`config.mk`:
```
export PLATFORM = sky130hd
export DESIGN_NAME = glb_tile_array
export DESIGN_NICKNAME = d
export VERILOG_FILES = /design/src/verilog/global_buffer_pkg.sv /design/src/verilog/glb_tile_cfg.sv /design/src/verilog/glb_cfg_router.sv /design/src/verilog/glb_ld_dma.sv /design/src/verilog/glb_tile.sv /design/src/verilog/glb_tile_array.sv
export VERILOG_INCLUDE_DIRS = /design/src /design/src/verilog
export SDC_FILE = /design/constraint.sdc
export NUM_CORES = 1
export LEC_CHECK = 0
export ABC_AREA = 1
export ABC_CLOCK_PERIOD_IN_PS = 29700
export BUFFER_PORTS_ARGS = -buffer_cell sky130_fd_sc_hd__buf_4
export CAP_MARGIN = 20
export CORE_UTILIZATION = 40
export DETAILED_ROUTE_END_ITERATION = 10
export SLEW_MARGIN = 25
export SYNTH_ARGS = -nofsm -noshare
export SYNTH_HDL_FRONTEND = slang
export SYNTH_SLANG_ARGS = --single-unit
```
`constraint.sdc`:
```
create_clock -name clk -period 29.7 [get_ports clk]
set_input_delay 1.485 -clock clk [delete_from_list [all_inputs] [get_ports clk]]
set_output_delay 1.485 -clock clk [all_outputs]
set_load 0.01 [all_outputs]
```
`src/verilog/global_buffer_params.svh`:
```
`ifndef GLOBAL_BUFFER_PARAMS_SVH
`define GLOBAL_BUFFER_PARAMS_SVH

// tile chain and load queue
`define GLB_NUM_TILES 4
`define GLB_QUEUE_DEPTH 2

// configuration bus
`define GLB_TILE_SEL_WIDTH 4
`define GLB_CFG_ADDR_WIDTH 12
`define GLB_CFG_DATA_WIDTH 32

// address fields: tile in [10:7], register word in [6:2]
`define GLB_CFG_TILE_LSB 7
`define GLB_CFG_REG_LSB 2
`define GLB_CFG_REG_WIDTH 5

// buffer side
`define GLB_ADDR_WIDTH 16
`define GLB_NUM_WORDS_WIDTH 8

`endif

```
`src/verilog/global_buffer_pkg.sv`:
```
`default_nettype none

`include "global_buffer_params.svh"

package global_buffer_pkg;

    typedef logic [`GLB_TILE_SEL_WIDTH-1:0]  tile_id_t;
    typedef logic [`GLB_CFG_ADDR_WIDTH-1:0]  cfg_addr_t;
    typedef logic [`GLB_CFG_DATA_WIDTH-1:0]  cfg_data_t;
    typedef logic [`GLB_ADDR_WIDTH-1:0]      glb_addr_t;
    typedef logic [`GLB_NUM_WORDS_WIDTH-1:0] num_words_t;

    // configuration write, one-cycle strobe
    typedef struct packed {
        logic      wr_en;
        cfg_addr_t addr;
        cfg_data_t data;
    } cfg_wr_t;

    typedef struct packed {
        logic      rd_en;
        cfg_addr_t addr;
    } cfg_rd_req_t;

    typedef struct packed {
        logic      rd_data_valid;
        cfg_data_t rd_data;
    } cfg_rd_rsp_t;

    // one load queue entry
    typedef struct packed {
        logic       valid;
        glb_addr_t  start_addr;
        num_words_t num_words;
    } dma_ld_header_t;

    typedef enum logic {
        IDLE,
        RUN
    } ld_dma_state_t;

endpackage

`default_nettype wire

```
`src/verilog/glb_tile_cfg.sv`:
```
`timescale 1ns/10ps
`default_nettype none

`include "global_buffer_params.svh"

module glb_tile_cfg #(
    parameter global_buffer_pkg::tile_id_t TILE_ID = '0
) (
    input  wire logic                                               clk,
    input  wire logic                                               reset,
    input  wire global_buffer_pkg::cfg_wr_t                         cfg_wr,
    input  wire global_buffer_pkg::cfg_rd_req_t                     cfg_rd_req,
    input  wire logic [`GLB_QUEUE_DEPTH-1:0]                        ld_invalidate_pulse,
    output logic                                                    wr_claim,
    output logic                                                    rd_claim,
    output global_buffer_pkg::cfg_data_t                            rd_data,
    output logic                                                    ld_dma_on,
    output global_buffer_pkg::dma_ld_header_t [`GLB_QUEUE_DEPTH-1:0] ld_header
);

    global_buffer_pkg::tile_id_t   wr_tile;
    global_buffer_pkg::tile_id_t   rd_tile;
    logic [`GLB_CFG_REG_WIDTH-1:0] wr_reg;
    logic [`GLB_CFG_REG_WIDTH-1:0] rd_reg;

    // address field decode
    assign wr_tile = cfg_wr.addr[`GLB_CFG_TILE_LSB +: `GLB_TILE_SEL_WIDTH];
    assign wr_reg  = cfg_wr.addr[`GLB_CFG_REG_LSB +: `GLB_CFG_REG_WIDTH];
    assign rd_tile = cfg_rd_req.addr[`GLB_CFG_TILE_LSB +: `GLB_TILE_SEL_WIDTH];
    assign rd_reg  = cfg_rd_req.addr[`GLB_CFG_REG_LSB +: `GLB_CFG_REG_WIDTH];

    assign wr_claim = cfg_wr.wr_en && (wr_tile == TILE_ID);
    assign rd_claim = cfg_rd_req.rd_en && (rd_tile == TILE_ID);

    // register 0 is dma_on, then a num_words / start+valid pair per entry
    always_ff @(posedge clk or posedge reset) begin
        if (reset) begin
            ld_dma_on <= 1'b0;
            ld_header <= '0;
        end else begin
            for (int i = 0; i < `GLB_QUEUE_DEPTH; i++) begin
                if (ld_invalidate_pulse[i]) begin
                    ld_header[i].valid <= 1'b0;
                end
            end

            // placed after the clear so a same-cycle write wins
            if (wr_claim) begin
                if (wr_reg == '0) begin
                    ld_dma_on <= cfg_wr.data[0];
                end
                for (int i = 0; i < `GLB_QUEUE_DEPTH; i++) begin
                    if (wr_reg == `GLB_CFG_REG_WIDTH'(2 * i + 1)) begin
                        ld_header[i].num_words <= cfg_wr.data[`GLB_NUM_WORDS_WIDTH-1:0];
                    end
                    if (wr_reg == `GLB_CFG_REG_WIDTH'(2 * i + 2)) begin
                        {ld_header[i].start_addr, ld_header[i].valid} <=
                            cfg_wr.data[`GLB_ADDR_WIDTH:0];
                    end
                end
            end
        end
    end

    // read mux, unmapped words read as zero
    always_comb begin
        rd_data = '0;
        if (rd_claim) begin
            if (rd_reg == '0) begin
                rd_data[0] = ld_dma_on;
            end
            for (int i = 0; i < `GLB_QUEUE_DEPTH; i++) begin
                if (rd_reg == `GLB_CFG_REG_WIDTH'(2 * i + 1)) begin
                    rd_data[`GLB_NUM_WORDS_WIDTH-1:0] = ld_header[i].num_words;
                end
                if (rd_reg == `GLB_CFG_REG_WIDTH'(2 * i + 2)) begin
                    rd_data[`GLB_ADDR_WIDTH:0] = {ld_header[i].start_addr, ld_header[i].valid};
                end
            end
        end
    end

endmodule

`default_nettype wire

```
`src/verilog/glb_cfg_router.sv`:
```
`timescale 1ns/10ps
`default_nettype none

module glb_cfg_router (
    input  wire logic                           clk,
    input  wire logic                           reset,
    input  wire global_buffer_pkg::cfg_wr_t     wst_wr,
    input  wire global_buffer_pkg::cfg_rd_req_t wst_rd_req,
    input  wire logic                           wr_claim,
    input  wire logic                           rd_claim,
    input  wire global_buffer_pkg::cfg_data_t   rd_data,
    input  wire global_buffer_pkg::cfg_rd_rsp_t est_rd_rsp,
    output global_buffer_pkg::cfg_wr_t          est_wr,
    output global_buffer_pkg::cfg_rd_req_t      est_rd_req,
    output global_buffer_pkg::cfg_rd_rsp_t      wst_rd_rsp
);

    // write path eastward
    always_ff @(posedge clk or posedge reset) begin
        if (reset) begin
            est_wr <= '0;
        end else if (wst_wr.wr_en && !wr_claim) begin
            est_wr <= wst_wr;
        end else begin
            est_wr <= '0;
        end
    end

    // read request eastward
    always_ff @(posedge clk or posedge reset) begin
        if (reset) begin
            est_rd_req <= '0;
        end else if (wst_rd_req.rd_en && !rd_claim) begin
            est_rd_req <= wst_rd_req;
        end else begin
            est_rd_req <= '0;
        end
    end

    // response westward, local data takes the slot when claimed here
    always_ff @(posedge clk or posedge reset) begin
        if (reset) begin
            wst_rd_rsp <= '0;
        end else if (rd_claim) begin
            wst_rd_rsp.rd_data_valid <= 1'b1;
            wst_rd_rsp.rd_data       <= rd_data;
        end else begin
            wst_rd_rsp <= est_rd_rsp;
        end
    end

endmodule

`default_nettype wire

```
`src/verilog/glb_ld_dma.sv`:
```
`timescale 1ns/10ps
`default_nettype none

`include "global_buffer_params.svh"

module glb_ld_dma (
    input  wire logic                                                   clk,
    input  wire logic                                                   reset,
    input  wire logic                                                   ld_dma_on,
    input  wire global_buffer_pkg::dma_ld_header_t [`GLB_QUEUE_DEPTH-1:0] ld_header,
    output logic [`GLB_QUEUE_DEPTH-1:0]                                 ld_invalidate_pulse,
    output logic                                                        ld_addr_valid,
    output global_buffer_pkg::glb_addr_t                                ld_addr
);

    localparam int PTR_WIDTH  = (`GLB_QUEUE_DEPTH > 1) ? $clog2(`GLB_QUEUE_DEPTH) : 1;
    localparam int LAST_ENTRY = `GLB_QUEUE_DEPTH - 1;

    global_buffer_pkg::ld_dma_state_t  state;
    logic [PTR_WIDTH-1:0]              q_ptr;
    global_buffer_pkg::num_words_t     word_cnt;
    global_buffer_pkg::glb_addr_t      addr_r;
    global_buffer_pkg::dma_ld_header_t cur_header;
    logic                              start;
    logic                              skip;
    logic                              last_word;
    logic                              done;

    assign cur_header = ld_header[q_ptr];
    assign start      = (state == global_buffer_pkg::IDLE) && ld_dma_on && cur_header.valid;
    // empty entry is retired straight from IDLE
    assign skip       = start && (cur_header.num_words == '0);
    assign last_word  = (state == global_buffer_pkg::RUN) &&
                        (word_cnt == global_buffer_pkg::num_words_t'(1));
    assign done       = skip || last_word;

    always_comb begin
        ld_invalidate_pulse        = '0;
        ld_invalidate_pulse[q_ptr] = done;
    end

    always_ff @(posedge clk or posedge reset) begin
        if (reset) begin
            state    <= global_buffer_pkg::IDLE;
            q_ptr    <= '0;
            word_cnt <= '0;
        end else begin
            case (state)
                global_buffer_pkg::IDLE: begin
                    if (start && !skip) begin
                        state    <= global_buffer_pkg::RUN;
                        word_cnt <= cur_header.num_words;
                    end
                end
                global_buffer_pkg::RUN: begin
                    word_cnt <= word_cnt - 1'b1;
                    if (last_word) begin
                        state <= global_buffer_pkg::IDLE;
                    end
                end
                default: state <= global_buffer_pkg::IDLE;
            endcase

            if (done) begin
                q_ptr <= (q_ptr == PTR_WIDTH'(LAST_ENTRY)) ? '0 : q_ptr + 1'b1;
            end
        end
    end

    // tracks start_addr while idle, counts up while running
    always_ff @(posedge clk) begin
        if (state == global_buffer_pkg::IDLE) begin
            addr_r <= cur_header.start_addr;
        end else begin
            addr_r <= addr_r + 1'b1;
        end
    end

    assign ld_addr_valid = (state == global_buffer_pkg::RUN);
    assign ld_addr       = addr_r;

endmodule

`default_nettype wire

```
`src/verilog/glb_tile.sv`:
```
`timescale 1ns/10ps
`default_nettype none

`include "global_buffer_params.svh"

module glb_tile #(
    parameter global_buffer_pkg::tile_id_t TILE_ID = '0
) (
    input  wire logic                           clk,
    input  wire logic                           reset,
    input  wire global_buffer_pkg::cfg_wr_t     wst_wr,
    input  wire global_buffer_pkg::cfg_rd_req_t wst_rd_req,
    input  wire global_buffer_pkg::cfg_rd_rsp_t est_rd_rsp,
    output global_buffer_pkg::cfg_wr_t          est_wr,
    output global_buffer_pkg::cfg_rd_req_t      est_rd_req,
    output global_buffer_pkg::cfg_rd_rsp_t      wst_rd_rsp,
    output logic                                ld_addr_valid,
    output global_buffer_pkg::glb_addr_t        ld_addr
);

    logic                                                   wr_claim;
    logic                                                   rd_claim;
    global_buffer_pkg::cfg_data_t                           rd_data;
    logic                                                   ld_dma_on;
    global_buffer_pkg::dma_ld_header_t [`GLB_QUEUE_DEPTH-1:0] ld_header;
    logic [`GLB_QUEUE_DEPTH-1:0]                            ld_invalidate_pulse;

    glb_tile_cfg #(
        .TILE_ID (TILE_ID)
    ) u_cfg (
        .clk                 (clk),
        .reset               (reset),
        .cfg_wr              (wst_wr),
        .cfg_rd_req          (wst_rd_req),
        .ld_invalidate_pulse (ld_invalidate_pulse),
        .wr_claim            (wr_claim),
        .rd_claim            (rd_claim),
        .rd_data             (rd_data),
        .ld_dma_on           (ld_dma_on),
        .ld_header           (ld_header)
    );

    glb_cfg_router u_router (
        .clk        (clk),
        .reset      (reset),
        .wst_wr     (wst_wr),
        .wst_rd_req (wst_rd_req),
        .wr_claim   (wr_claim),
        .rd_claim   (rd_claim),
        .rd_data    (rd_data),
        .est_rd_rsp (est_rd_rsp),
        .est_wr     (est_wr),
        .est_rd_req (est_rd_req),
        .wst_rd_rsp (wst_rd_rsp)
    );

    glb_ld_dma u_ld_dma (
        .clk                 (clk),
        .reset               (reset),
        .ld_dma_on           (ld_dma_on),
        .ld_header           (ld_header),
        .ld_invalidate_pulse (ld_invalidate_pulse),
        .ld_addr_valid       (ld_addr_valid),
        .ld_addr             (ld_addr)
    );

endmodule

`default_nettype wire

```
`src/verilog/glb_tile_array.sv`:
```
`timescale 1ns/10ps
`default_nettype none

`include "global_buffer_params.svh"

module glb_tile_array (
    input  wire logic                                            clk,
    input  wire logic                                            reset,
    input  wire global_buffer_pkg::cfg_wr_t                      cfg_wr,
    input  wire global_buffer_pkg::cfg_rd_req_t                  cfg_rd_req,
    output global_buffer_pkg::cfg_rd_rsp_t                       cfg_rd_rsp,
    output wire logic [`GLB_NUM_TILES-1:0]                       ld_addr_valid,
    output wire global_buffer_pkg::glb_addr_t [`GLB_NUM_TILES-1:0] ld_addr
);

    // index k is the west side of tile k
    wire global_buffer_pkg::cfg_wr_t     [`GLB_NUM_TILES:0] wr_chain;
    wire global_buffer_pkg::cfg_rd_req_t [`GLB_NUM_TILES:0] rd_req_chain;
    wire global_buffer_pkg::cfg_rd_rsp_t [`GLB_NUM_TILES:0] rd_rsp_chain;

    assign wr_chain[0]                 = cfg_wr;
    assign rd_req_chain[0]             = cfg_rd_req;
    // nothing east of the last tile
    assign rd_rsp_chain[`GLB_NUM_TILES] = '0;
    assign cfg_rd_rsp                  = rd_rsp_chain[0];

    for (genvar i = 0; i < `GLB_NUM_TILES; i++) begin : g_tile
        glb_tile #(
            .TILE_ID (global_buffer_pkg::tile_id_t'(i))
        ) u_tile (
            .clk           (clk),
            .reset         (reset),
            .wst_wr        (wr_chain[i]),
            .wst_rd_req    (rd_req_chain[i]),
            .est_rd_rsp    (rd_rsp_chain[i+1]),
            .est_wr        (wr_chain[i+1]),
            .est_rd_req    (rd_req_chain[i+1]),
            .wst_rd_rsp    (rd_rsp_chain[i]),
            .ld_addr_valid (ld_addr_valid[i]),
            .ld_addr       (ld_addr[i])
        );
    end

endmodule

`default_nettype wire

```
== After elaboration in Yosys (flattened, before gate mapping) ==
Index checks and enable logic that the tools add are counted.
Widths: inputs -> output; s select.
Storage, ports and cells
  bits in registers: 597
  logic and storage cells: 329
  output and inout port bits: 101
  input port bits: 60
Operators by class
  equality and inequality tests: 46
  reductions and logical operators: 86
  order comparisons: 8
  bitwise operators: 8
  add/subtract/negate cells: 12
  multiplexer cells: 102
Operators with widths (count)
  $mux 17: 16
  $mux 25: 8
  $mux 50: 4
  $mux 8: 20
  $mux 45: 3
  $mux 33: 4
  $eq 5x2->1 const B: 16
  $add 16x1->16 const B: 4
  $mux 16: 4
  $pmux 8 s2: 4
  $eq 5x1->1 const B: 8
  $eq 5x3->1 const B: 8
  $logic_not 5->1: 8
  $reduce_and 2->1: 20
  $mux 13: 3
  $logic_and 1x1->1: 38
  $eq 8x1->1 const B: 4
  $logic_not 8->1: 4
  $sub 8x1->8 const B: 4
  $mux 1: 28
  $eq 4x2->1 const B: 4
  $logic_not 1->1: 10
  $and 2x2->2: 4
  $eq 4x1->1 const B: 2
  9 further kinds: 34

== Logic depth before layout (Yosys ltp) ==
Gate-level depths: netlist (run 1).
  word-level depth: 9
  mapped depth: 11
  mapped depth without buffers: 10

== Modules after synthesis ==
From an unflattened synthesis (run 1), not the netlist that was laid out.
Unflattened totals
  cells, all modules: 4004
  area total of the unflattened synthesis: 32323.5 µm²
Modules (own cells, without submodules)
  glb_cfg_router: cells an instance 319, sequential area each 2277.2 µm², times used 4, area each 3230.6 µm²
  glb_tile_cfg at g_tile[1].u_tile.u_cfg ...: cells an instance 379, sequential area each 1276.2 µm², times used 2, area each 2880.3 µm²
  glb_ld_dma at g_tile[0].u_tile.u_ld_dma ...: cells an instance 308, sequential area each 570.5 µm², times used 2, area each 1995.7 µm²
  glb_tile_cfg at g_tile[0].u_tile.u_cfg: cells an instance 362, sequential area each 1276.2 µm², times used 1, area each 2964.1 µm²
  glb_tile_cfg at g_tile[3].u_tile.u_cfg: cells an instance 380, sequential area each 1276.2 µm², times used 1, area each 2877.8 µm²
  glb_ld_dma at g_tile[2].u_tile.u_ld_dma: cells an instance 306, sequential area each 570.5 µm², times used 1, area each 1911.8 µm²
  glb_ld_dma at g_tile[3].u_tile.u_ld_dma: cells an instance 305, sequential area each 570.5 µm², times used 1, area each 1891.8 µm²
  glb_tile_array: cells an instance 1, sequential area each 0.0 µm², times used 1, area each 3.8 µm²

== Worst setup path after synthesis (run 1) ==
No wires, ideal clock.
  kind: input port to flip-flop
  from: in cfg_rd_req[10] (netlist name)
  to: reg g_tile[0].u_tile.u_router.wst_rd_rsp[6] (netlist name)
  library setup time: 121 ps
  data required time: 29579 ps
  buffers on the path: 1
  arrival time: 2358 ps
  slack: 27220 ps
  stages on the path: 6
  path through: nor2_1 -> nand2_1 -> nor2_1 -> buf_2 -> o21ai_0 -> o22a_1
On the way
  cells in the longest elaborated chain, start to end: 3
Ends and longest elaborated chain
  from (decl): RTL line glb_tile_array.sv:10  | input wire global_buffer_pkg::cfg_rd_req_t cfg_rd_req,
  $logic_not 4->1: RTL line glb_tile_cfg.sv:33  | assign rd_claim = cfg_rd_req.rd_en && (rd_tile == TILE_ID);
  $logic_and 1x1->1: RTL line glb_tile_cfg.sv:33
  $mux 33: RTL line glb_cfg_router.sv:44  | end else if (rd_claim) begin
Every way passes these cells.
A chain may end at the register's enable or synchronous reset.

== Final worst setup path (run 1) ==
  from: reg g_tile[0].u_tile.u_ld_dma.state
  to: out ld_addr_valid[0]
RTL lines
  from (decl): RTL line glb_ld_dma.sv:19  | global_buffer_pkg::ld_dma_state_t state;
  from (signal assigned): RTL line glb_ld_dma.sv:44  | state <= global_buffer_pkg::IDLE;
  from (signal assigned): RTL line glb_ld_dma.sv:51  | state <= global_buffer_pkg::RUN;
  from (signal assigned): RTL line glb_ld_dma.sv:58  | state <= global_buffer_pkg::IDLE;
  to (decl): RTL line glb_tile_array.sv:12  | output wire logic [`GLB_NUM_TILES-1:0] ld_addr_valid,
No word-level cell between the ends.

==> flow_metrics.tcl, run 1 <==
set metrics [dict create \
    outcome "finished, final reports clean" \
    synth_edf_count 0 \
    rsz0062_at_grt "no" \
    wl_per_cell_um 17.5 \
    synth_top_area_share_pct 47.1 \
    p_int_mw 1.22 \
    dpl.hpwl_um 45500 \
    cpLargestDelayFamily "flip-flops" \
    hold_class "reg2reg" \
    hp-start "g_tile[3].u_tile.u_router.wst_rd_rsp[32]" \
    path_max_fanout 19 \
    p_seq_share_pct 44.1 \
    slew_headroom_pct 32.9 \
    nets 2988 \
    wl_met3_um 3100 \
    vias 18946 \
    antenna_found_initial 0 \
    ys_warn_count 0 \
    drtIter0Drc 1570 \
    hold_path_depth 2 \
    period_share_pct 10.5 \
    wl_met2_um 31000 \
    place_congestion 0.881 \
    start_util_pct 40.8 \
    synth_area_leaders "dfrtp_1 (47%), nand2_1 (11%), o21ai_0 (7.8%)" \
    synth_top_family_by_area "simple AND/OR/NAND/NOR gates" \
    drt-total-wl_um 65000 \
    h-tree-depth 2 \
    grtUsageTotal_pct 22.7 \
    cp_slowest_stage_delay_ns 0.80 \
    path_buf_inv 1 \
    dieArea_sq_um 57700 \
    grt_max_degree 177 \
    grt_pass1_vias 18373 \
    switching_share_pct 25.9 \
    nFillCells 5514 \
    cellLeakagePower_nw 12.3 \
    comb_power_share_pct 10.5 \
    synthCells 2813 \
    root_buffer "clkbuf_16" \
    clkSlewWorstSetupHoldPaths_ns 0.06 \
    layout-drive-gt1-share_pct 10.3 \
    tns_ns 0 \
    hold_viol 0 \
    ys_ff_latch 491 \
    die_w_um 240 \
    required_ns 28.21 \
    synthSimpleGateAreaFrac_pct 22.7 \
    grt_pass1_wl_um 101000 \
    irDropWorstVdd_uv 39.5 \
    reg2reg_slack_ns 26.95 \
    yosys.area_share.xor_xnor_pct 0.734 \
    cts_setup_buffers 0 \
    synthToLayoutAreaGrowth_pct 15.6 \
    cts.sinks 491 \
    yosys-top-cells-count "nand2_1 (686), dfrtp_1 (427), inv_1 (384), o21ai_0 (353), nor2_1 (259)" \
    fin_crit_ns 3.13 \
    power_frac_clock_pct 45.4 \
    die_y_um 240 \
    fmax_mhz 319 \
    synth.largest_area_cell "dfrtp_1" \
    report.final.slew_viol_count 0 \
    grt_overflow 0 \
    synth.area.mux_share_pct 0.132 \
    min_to "g_tile[2].u_tile.u_router.wst_rd_rsp[32]" \
    p_per_area_nw_per_um2 62.8 \
    cts_buffers 54 \
    worstReg2RegStart "g_tile[1].u_tile.u_router.est_rd_req[4]" \
    synth_fa_ha_area_share_pct 0.662 \
    dp_slack_ns 26.21 \
    core_sq_um 55500 \
    met1_length_um 28200 \
    antenna_left 0 \
    critPathArrivalTime_ns 1.65 \
    finalSetupViolations 0 \
    highest_layer "met4" \
    rows 86 \
    ys_async_sr_fraction_pct 87.0 \
    path_cells "buf_4" \
    ys_seq_area_share_pct 52.8 \
    r2r_end "g_tile[2].u_tile.u_router.wst_rd_rsp[2]" \
    port_buffers 124 \
    boundaryPins 161 \
    vias_per_cell 5.11 \
    p_switching_mw 0.426 \
    drt_first_pass_iters 5 \
    crit_path_top_delay_cell "dfrtp_1" \
    ctsHoldBuffers 0 \
    drv_cap 0 \
    worst-setup-path-type "reg2out" \
    fin_skew_ns 0.0138 \
    yosysMostFrequentCell "nand2_1" \
    syn-cell-area_sq_um 22700 \
    setup_slack_ns 26.57 \
    cts_resized 0 \
    drc 0 \
    diodes 0 \
    cts_buffer_depth 3 \
    avgSynthCellArea_sq_um 8.06 \
    synthFlopType "dfrtp_1" \
    insertion_delay_ns 0.60 \
    critPathLaunchType "flop" \
    rr_worst_depth 7 \
    synth_cell_types 53 \
    tightest_slew_ns 1.00 \
    worstSetupEndpointType "output pin" \
    cts_tree "built" \
    synth_compound_area_share_pct 13.7 \
]
## flip-flops by register name (all words and copies together), names as in the netlist
register / count
g_tile.u_tile.u_ld_dma.word_cnt: 32
g_tile.u_tile.u_cfg.ld_header: 200
g_tile.u_tile.u_cfg.ld_dma_on: 4
g_tile.u_tile.u_ld_dma.ld_addr_valid: 4
g_tile.u_tile.u_ld_dma.q_ptr: 4
g_tile.u_tile.u_router.est_rd_req: 30
g_tile.u_tile.u_router.est_wr: 81
g_tile.u_tile.u_router.wst_rd_rsp: 72
g_tile.u_tile.u_ld_dma.ld_addr: 64
## worst reg2reg max path: stages, from the launching register on
cell	delay [ns]
dfrtp_1	0.41
nor2_1	0.56
nand2_1	0.10
nor2_1	0.46
nand2_1	0.11
o211ai_1	0.10
nor2_1	0.09
o21ai_0	0.72
## placed cells by master, fill, tap and decap left out, types with 8 or more instances in the layout
| cell type | n |
|---|---|
| a21oi_1 | 100 |
| buf_4 | 143 |
| bufinv_16 | 12 |
| clkbuf_1 | 14 |
| clkbuf_16 | 57 |
| clkinv_2 | 11 |
| conb_1 | 15 |
| dfrtp_1 | 427 |
| dfxtp_1 | 64 |
| ha_1 | 12 |
| inv_1 | 383 |
| inv_2 | 8 |
| nand2_1 | 686 |
| nand2_4 | 8 |
| nand3_1 | 120 |
| nand4_1 | 62 |
| nor2_1 | 259 |
| nor2_2 | 10 |
| nor3_1 | 27 |
| o211ai_1 | 27 |
| o21ai_0 | 353 |
| o21ai_1 | 16 |
| o21ai_2 | 12 |
| o22ai_1 | 29 |
| xor2_1 | 14 |
## cell type report
| type | instances | area [sq um] | area share (%) |
|---|---|---|---|
| Timing Repair Buffer | 148 | 1160 | 4.43 |
| Multi-Input combinational cell | 1821 | 8660 | 33.0 |
| Sequential cell | 491 | 12000 | 45.6 |
| Inverter | 400 | 1510 | 5.76 |
| Tap cell | 748 | 936 | 3.57 |
| Clock inverter | 26 | 440 | 1.68 |
| Clock buffer | 76 | 1550 | 5.90 |
## per-stage QoR
| step | utilization, % | cell area, sq um | hold WS (ns) | total power [mW] | instances |
|---|---|---|---|---|---|
| 6_report | 47.2 | 26200 | 0.439 | 1.65 | 3710 |
| 5_1_grt | 47.2 | 26200 | 0.465 | 1.71 | 3710 |
| 4_1_cts | 47.2 | 26200 | 0.445 | 1.66 | 3708 |
| 3_5_place_dp | 43.6 | 24200 | 0.422 | 0.911 | 3606 |
| 3_3_place_gp | 43.5 | 24200 | 0.425 | 0.908 | 3605 |
| 2_1_floorplan | - | 22700 | 0.410 | 0.847 | 2827 |
## layer usage
metal | up-vias | GRT usage, %
met4 | 0 | 9.98
met5 | - | 0
li1 | 9188 | -
met1 | 9068 | 29.9
met3 | 130 | 2.82
met2 | 560 | 37.5
## power by group through the flow
stage	registers [mW]	clock network [mW]	logic, mW
6_report	0.727	0.748	0.173
5_1_grt	0.730	0.790	0.194
4_1_cts	0.727	0.762	0.173
3_5_place_dp	0.739	0	0.173
3_3_place_gp	0.738	0	0.170
2_1_floorplan	0.734	0	0.113
## logic make-up after synthesis
logic type	Yosys count
other	1
AO/OA/AOI/OAI	570
AND/OR/NAND/NOR	1202
multiplexers	3
XOR/XNOR	19
flip-flops	491
adder cells (fa/ha/maj)	12
buffers and inverters	515
## worst max path at each step
stage | from | to | cells past startpoint
after floorplan | reset | g_tile[0].u_tile.u_cfg.ld_dma_on | 1
final | g_tile[0].u_tile.u_ld_dma.ld_addr_valid | ld_addr_valid[0] | 1
after detailed placement | cfg_rd_req[5] | g_tile[0].u_tile.u_router.wst_rd_rsp[0] | 8
after CTS | g_tile[0].u_tile.u_ld_dma.ld_addr_valid | ld_addr_valid[0] | 1
after global routing | g_tile[0].u_tile.u_ld_dma.ld_addr_valid | ld_addr_valid[0] | 1
after global placement | cfg_rd_req[5] | g_tile[0].u_tile.u_router.wst_rd_rsp[0] | 8
Note: power is estimated with default switching activity, not from simulation.
==> run 2, diff against run 1 <==
- ABC_AREA: 1 -> 0
- ABC_CLOCK_PERIOD_IN_PS: 29700 -> 2800
- clock period: 29.7 -> 2.8 ns (I/O delays scaled with it)
==> run 2 against run 1 <==
The flow now finishes with violations (DRC). Global-route usage fell by 3.0 points. First-iteration DRC count is 44% lower. Die area is 5.4% lower. Wire length fell by 19%. Count of clock-buffer cells in the layout is 7 lower. Non-clock buffer count increased by 67. Utilization is 1.2 points higher. Clock skew increased by 0.0061 ns. Via count fell by 22%. Combinational power rose to 10 times the previous value. Register-to-register slack got worse by 27 ns. Critical path type is now reg2reg. Critical endpoint is now g_tile[3].u_tile.u_ld_dma.word_cnt[5]. Largest cell class unchanged. Largest power group is now registers.
==> flow_metrics.tcl, run 2 <==
set metrics [dict create \
    outcome "finished, violations left" \
    violations "DRC" \
    cts_setup_buffers 0 \
    drc 21 \
    hold_viol 0 \
    p_switching_mw 4.31 \
    hold_class "in2async" \
    synth_cell_types 72 \
    synthCells 1831 \
    drv_cap 0 \
    grt_overflow 0 \
    boundaryPins 161 \
    crit_path_top_delay_cell "dfrtp_1" \
    comb_power_share_pct 10.4 \
    dp_slack_ns 0.393 \
    die_w_um 234 \
    rows 84 \
    synth_top_area_share_pct 49.8 \
    cts.sinks 491 \
    vias 14737 \
    worstReg2RegStart "g_tile[3].u_tile.u_ld_dma.q_ptr" \
    path_buf_inv 0 \
    rsz0062_at_grt "no" \
    cpLargestDelayFamily "compound AO/OA/AOI/OAI gates" \
    nets 2087 \
    layout_common_cells "dfrtp_1 (427), mux2_2 (212), buf_4 (166)" \
    p_per_area_nw_per_um2 671 \
    dpl.hpwl_um 36800 \
    layout-drive-gt1-share_pct 24.4 \
    r2r_end "g_tile[3].u_tile.u_ld_dma.word_cnt[5]" \
    synth_edf_count 0 \
    clkSlewWorstSetupHoldPaths_ns 0.06 \
    required_ns 3.27 \
    synthFlopType "dfrtp_1" \
    path_max_fanout 15 \
    dieArea_sq_um 54500 \
    tightest_slew_ns 1.02 \
    insertion_delay_ns 0.60 \
    drt_first_pass_iters 8 \
    design_power_total_mw 17.1 \
    start_util_pct 40.6 \
    fin_skew_ns 0.0199 \
    ys_seq_area_share_pct 55.8 \
    fin_crit_ns 2.40 \
    grt_pass1_vias 15076 \
    path_cells "or4b_2 > o22ai_1 > a21oi_1 > o21a_1 > o22a_1" \
    p_seq_share_pct 46.1 \
    irDropWorstVdd_uv 479 \
    fmax_mhz 417 \
    cts_resized 0 \
    cts_tree "built" \
    avgSynthCellArea_sq_um 11.7 \
    die_y_um 234 \
    vias_per_cell 5.36 \
    report.final.slew_viol_count 0 \
    grtUsageTotal_pct 19.7 \
    root_buffer "clkbuf_16" \
    synth_area_leaders "dfrtp_1 (50%), mux2_2 (11%), dfxtp_1 (6.0%)" \
    p_int_mw 12.8 \
    critPathArrivalTime_ns 2.87 \
    worst-setup-path-type "reg2reg" \
    place_congestion 0.857 \
    tns_ns 0 \
    synth.largest_area_cell "dfrtp_1" \
    fin_area_sq_um 25600 \
    core_sq_um 52800 \
    diodes 0 \
    dpl-instance-area_sq_um 23200 \
    power_frac_clock_pct 43.5 \
    reg_top3 "g_tile.u_tile.u_cfg.ld_header (200), g_tile.u_tile.u_router.est_wr (81), g_tile.u_tile.u_router.wst_rd_rsp (72)" \
    drtIter0Drc 872 \
    setup_slack_ns 0.403 \
    critPathLaunchType "flop" \
    syn-cell-area_sq_um 21400 \
    largest_reg_flops 200 \
    cts_buffer_depth 3 \
    drt-total-wl_um 52700 \
    port_buffers 124 \
    slew_headroom_pct 32.0 \
    cellLeakagePower_nw 11.6 \
    top_register "g_tile.u_tile.u_cfg.ld_header" \
    finalSetupViolations 0 \
    cts_buffers 53 \
    utilization_pct 48.4 \
    reg2reg_slack_ns 0.40 \
    synthToLayoutAreaGrowth_pct 19.2 \
    yosys-top-cells-count "dfrtp_1 (427), mux2_2 (212), nand2_1 (120), and2_1 (110), nor2_1 (81)" \
    mostFrequentLayoutCell "dfrtp_1" \
    wl_per_cell_um 19.2 \
    rr_worst_depth 5 \
    ys_async_sr_fraction_pct 87.0 \
    h-tree-depth 2 \
    ys_ff_latch 491 \
    antenna_left 0 \
    cp_slowest_stage_delay_ns 0.67 \
    grt_pass1_wl_um 84500 \
    grt_max_degree 104 \
    worstSetupEndpointType "flop" \
    period_share_pct 85.6 \
    switching_share_pct 25.1 \
    ys_warn_count 0 \
    yosysMostFrequentCell "dfrtp_1" \
    antenna_found_initial 0 \
]
## run 2: power by group through the flow
stage                     sequential (mW)  combinational, mW  clock (mW)
after floorplan                      7.93               1.16           0
after global placement               8.00               1.72           0
after detailed placement             8.02               1.75           0
after CTS                            7.89               1.80        7.63
after global routing                 7.95               1.98        7.95
final                                7.90               1.79        7.46
## run 2: worst max path at each step
stage                                          startpoint                               endpoint  slack [ns]  cells past startpoint
after floorplan                                     reset       g_tile[0].u_tile.u_cfg.ld_dma_on       -3.10                      1
after global placement    g_tile[3].u_tile.u_ld_dma.q_ptr  g_tile[3].u_tile.u_ld_dma.word_cnt[5]        0.43                      5
after detailed placement  g_tile[1].u_tile.u_ld_dma.q_ptr  g_tile[1].u_tile.u_ld_dma.word_cnt[7]        0.39                      5
after CTS                 g_tile[3].u_tile.u_ld_dma.q_ptr  g_tile[3].u_tile.u_ld_dma.word_cnt[5]        0.39                      5
after global routing      g_tile[1].u_tile.u_ld_dma.q_ptr  g_tile[1].u_tile.u_ld_dma.word_cnt[7]        0.23                      5
final                     g_tile[3].u_tile.u_ld_dma.q_ptr  g_tile[3].u_tile.u_ld_dma.word_cnt[5]        0.40                      5
## run 2: kinds of logic (layout without fill, tap and decap cells)
kind of cell	after synthesis	count (layout)	synth area share, %
multiplexers	281	281	14.5
AND/OR/NAND/NOR	524	524	13.6
buffers and inverters	125	339	2.68
AO/OA/AOI/OAI	334	334	10.1
adder cells (fa/ha/maj)	12	12	0.700
other	1	15	0.0175
flip-flops	491	491	55.8
XOR/XNOR	63	63	2.57
## run 2: layout make-up
class | instances | area (sq um)
well taps | 688 | 861
clock buffers | 69 | 1480
clock inverters | 30 | 410
flip-flops and latches | 491 | 12000
multi-input cells | 1229 | 8970
repair buffers | 215 | 1780
inverters | 25 | 97.6
fillers | 4747 | 27200
## run 2: what timing repair did
item	4_1_cts	5_1_grt
endpoints found under the hold margin	106	0
hold buffers	45	0
endpoints found under the setup margin	0	0
## run 2: layer usage
| metal | share of wire, % | GRT usage, % | wire length (um) |
|---|---|---|---|
| met1 | 46 | 27.0 | 24100 |
| met2 | 48 | 32.4 | 25300 |
| met3 | 4.2 | 2.70 | 2210 |
| met4 | 2.0 | 5.80 | 1070 |
| met5 | 0 | 0 | 0 |
## run 2: metrics by stage
stage / hold WS (ns) / std cells
4_1_cts: 0.191 / 2747
5_1_grt: 0.239 / 2747
2_1_floorplan: 0.269 / 1845
3_5_place_dp: 0.284 / 2603
3_3_place_gp: 0.277 / 2603
6_report: 0.204 / 2747
## run 2: tightest hold or removal path, cell delays in order
cell           delay, ns
dlygate4sd3_1       0.53
buf_4               0.14
clkinvlp_4          0.43
==> run 3, diff against run 2 <==
- CORE_ASPECT_RATIO: unset -> 1.5
==> run 3 against run 2 <==
The run now ends clean. Combinational power up 3%. Die area about the same. Cell count down 0.25%. Sequential power about the same. Power down 4.8%. Clock skew up 0.0025 ns.
==> flow_metrics.tcl, run 3 (synthesized netlist as in run 2, its figures left out) <==
set metrics [dict create \
    outcome "finished, final reports clean" \
    design_power_total_mw 16.3 \
    nets 2092 \
    rows 103 \
    cts_buffers 46 \
    critPathArrivalTime_ns 2.79 \
    largest_reg_flops 200 \
    finalSetupViolations 0 \
    dp_slack_ns 0.484 \
    grt_overflow 0 \
    hold_class "in2async" \
    cp_slowest_stage_delay_ns 0.62 \
    required_ns 3.25 \
    vias 14638 \
    antenna_left 0 \
    clkSlewWorstSetupHoldPaths_ns 0.07 \
    cts.sinks 491 \
    synthToLayoutAreaGrowth_pct 18.4 \
    slew_headroom_pct 33.3 \
    cellLeakagePower_nw 11.5 \
    stdcell_count 2740 \
    path_cells "or4b_2 > o22ai_1 > a21oi_1 > o21a_1 > o22a_1" \
    mostFrequentLayoutCell "dfrtp_1" \
    drt_first_pass_iters 7 \
    place_congestion 0.841 \
    h-tree-depth 2 \
    layout_common_cells "dfrtp_1 (427), mux2_2 (212), buf_4 (175)" \
    drc 0 \
    dieArea_sq_um 54600 \
    grtUsageTotal_pct 19.7 \
    tightest_slew_ns 1.00 \
    die_y_um 286 \
    tns_ns 0 \
    start_util_pct 40.6 \
    path_buf_inv 0 \
    top_register "g_tile.u_tile.u_cfg.ld_header" \
    root_buffer "clkbuf_16" \
    worst-setup-path-type "reg2reg" \
    period_share_pct 83.5 \
    core_sq_um 52800 \
    cts_resized 0 \
    drt-total-wl_um 52900 \
    placedCellCount 2608 \
    ff_latch_area_sq_um 12000 \
    grt_pass1_wl_um 84800 \
    multiInputGateArea_sq_um 8970 \
    dpl.hpwl_um 37800 \
    fin_crit_ns 2.34 \
    p_per_area_nw_per_um2 643 \
    drv_cap 0 \
    fin_skew_ns 0.0224 \
    crit_path_top_delay_cell "or4b_2" \
    wl_per_cell_um 19.3 \
    path_max_fanout 11 \
    hold_viol 0 \
    report.final.slew_viol_count 0 \
    boundaryPins 161 \
    die_w_um 191 \
    insertion_delay_ns 0.58 \
    setup_slack_ns 0.462 \
    reg_top3 "g_tile.u_tile.u_cfg.ld_header (200), g_tile.u_tile.u_router.est_wr (81), g_tile.u_tile.u_router.wst_rd_rsp (72)" \
    fmax_mhz 428 \
    cts_buffer_depth 3 \
    grt_pass1_vias 15169 \
    cpLargestDelayFamily "compound AO/OA/AOI/OAI gates" \
    cts_setup_buffers 0 \
    nFillCells 4798 \
    worstSetupEndpointType "flop" \
    critPathLaunchType "flop" \
    drtIter0Drc 745 \
    layout-drive-gt1-share_pct 23.9 \
    port_buffers 124 \
    ctsHoldBuffers 45 \
    vias_per_cell 5.34 \
    utilization_pct 48.0 \
    grt_max_degree 71 \
    rsz0062_at_grt "no" \
    cts_tree "built" \
    irDropWorstVdd_uv 468 \
    antenna_found_initial 0 \
]
[run 3: changes by cell type in the layout (fill, tap and decap cells not counted), moves of 4 or more]
cell / delta
buf_4: +9
clkbuf_16: -4
clkbuf_1: +8
clkinv_2: -7
[run 3: stage by stage]
stage	hold WS [ns]	instance area, sq um
2_1_floorplan	0.269	21500
3_3_place_gp	0.371	23300
3_5_place_dp	0.369	23300
4_1_cts	0.248	25400
5_1_grt	0.171	25400
6_report	0.150	25400
[run 3: layout make-up]
| class | instances | area share (%) |
|---|---|---|
| Sequential cell | 491 | 47.1 |
| Multi-Input combinational cell | 1229 | 35.3 |
| Timing Repair Buffer | 227 | 7.50 |
| Clock buffer | 70 | 5.38 |
| Tap cell | 682 | 3.36 |
| Clock inverter | 15 | 0.877 |
| Inverter | 25 | 0.385 |
| Antenna cell | 1 | 0.00986 |
[run 3: path summary, 6_finish.rpt]
| kind | start | end | slack (ns) | cells past startpoint |
|---|---|---|---|---|
| worst max-delay path | g_tile[3].u_tile.u_ld_dma.q_ptr | g_tile[3].u_tile.u_ld_dma.word_cnt[5] | 0.46 | 5 |
| worst min register to register | g_tile[2].u_tile.u_router.wst_rd_rsp[32] | g_tile[1].u_tile.u_router.wst_rd_rsp[32] | 0.43 | 1 |
| worst max register to register | g_tile[3].u_tile.u_ld_dma.q_ptr | g_tile[3].u_tile.u_ld_dma.word_cnt[5] | 0.46 | 5 |
| max in group asynchronous | reset | g_tile[3].u_tile.u_cfg.ld_header[43] | 1.75 | 5 |
| min in group clk | cfg_wr[44] | g_tile[0].u_tile.u_cfg.ld_header[24] | 0.26 | 5 |
| worst min-delay path | reset | g_tile[0].u_tile.u_ld_dma.word_cnt[4] | 0.15 | 3 |
[run 3: power breakdown]
part	total (mW)	internal [mW]	switching, mW
sequential	7.89	7.47	0.422
combinational	1.84	0.837	1.00
clock	6.59	3.91	2.68
[run 3: worst register-to-register path, delay by kind of cell, from the launching register on]
kind / cells / cell delay (ns)
AND/OR/NAND/NOR: 1 / 0.63
AO/OA/AOI/OAI: 4 / 0.99
flip-flops: 1 / 0.60
[run 3: routing by layer]
layer / up-vias / global-route usage (%) / wire length, um
met5: - / 0 / 0
met4: 0 / 6.90 / 1830
met3: 110 / 2.39 / 1730
met2: 304 / 35.4 / 27500
met1: 7317 / 24.1 / 21800
li1: 6907 / - / -
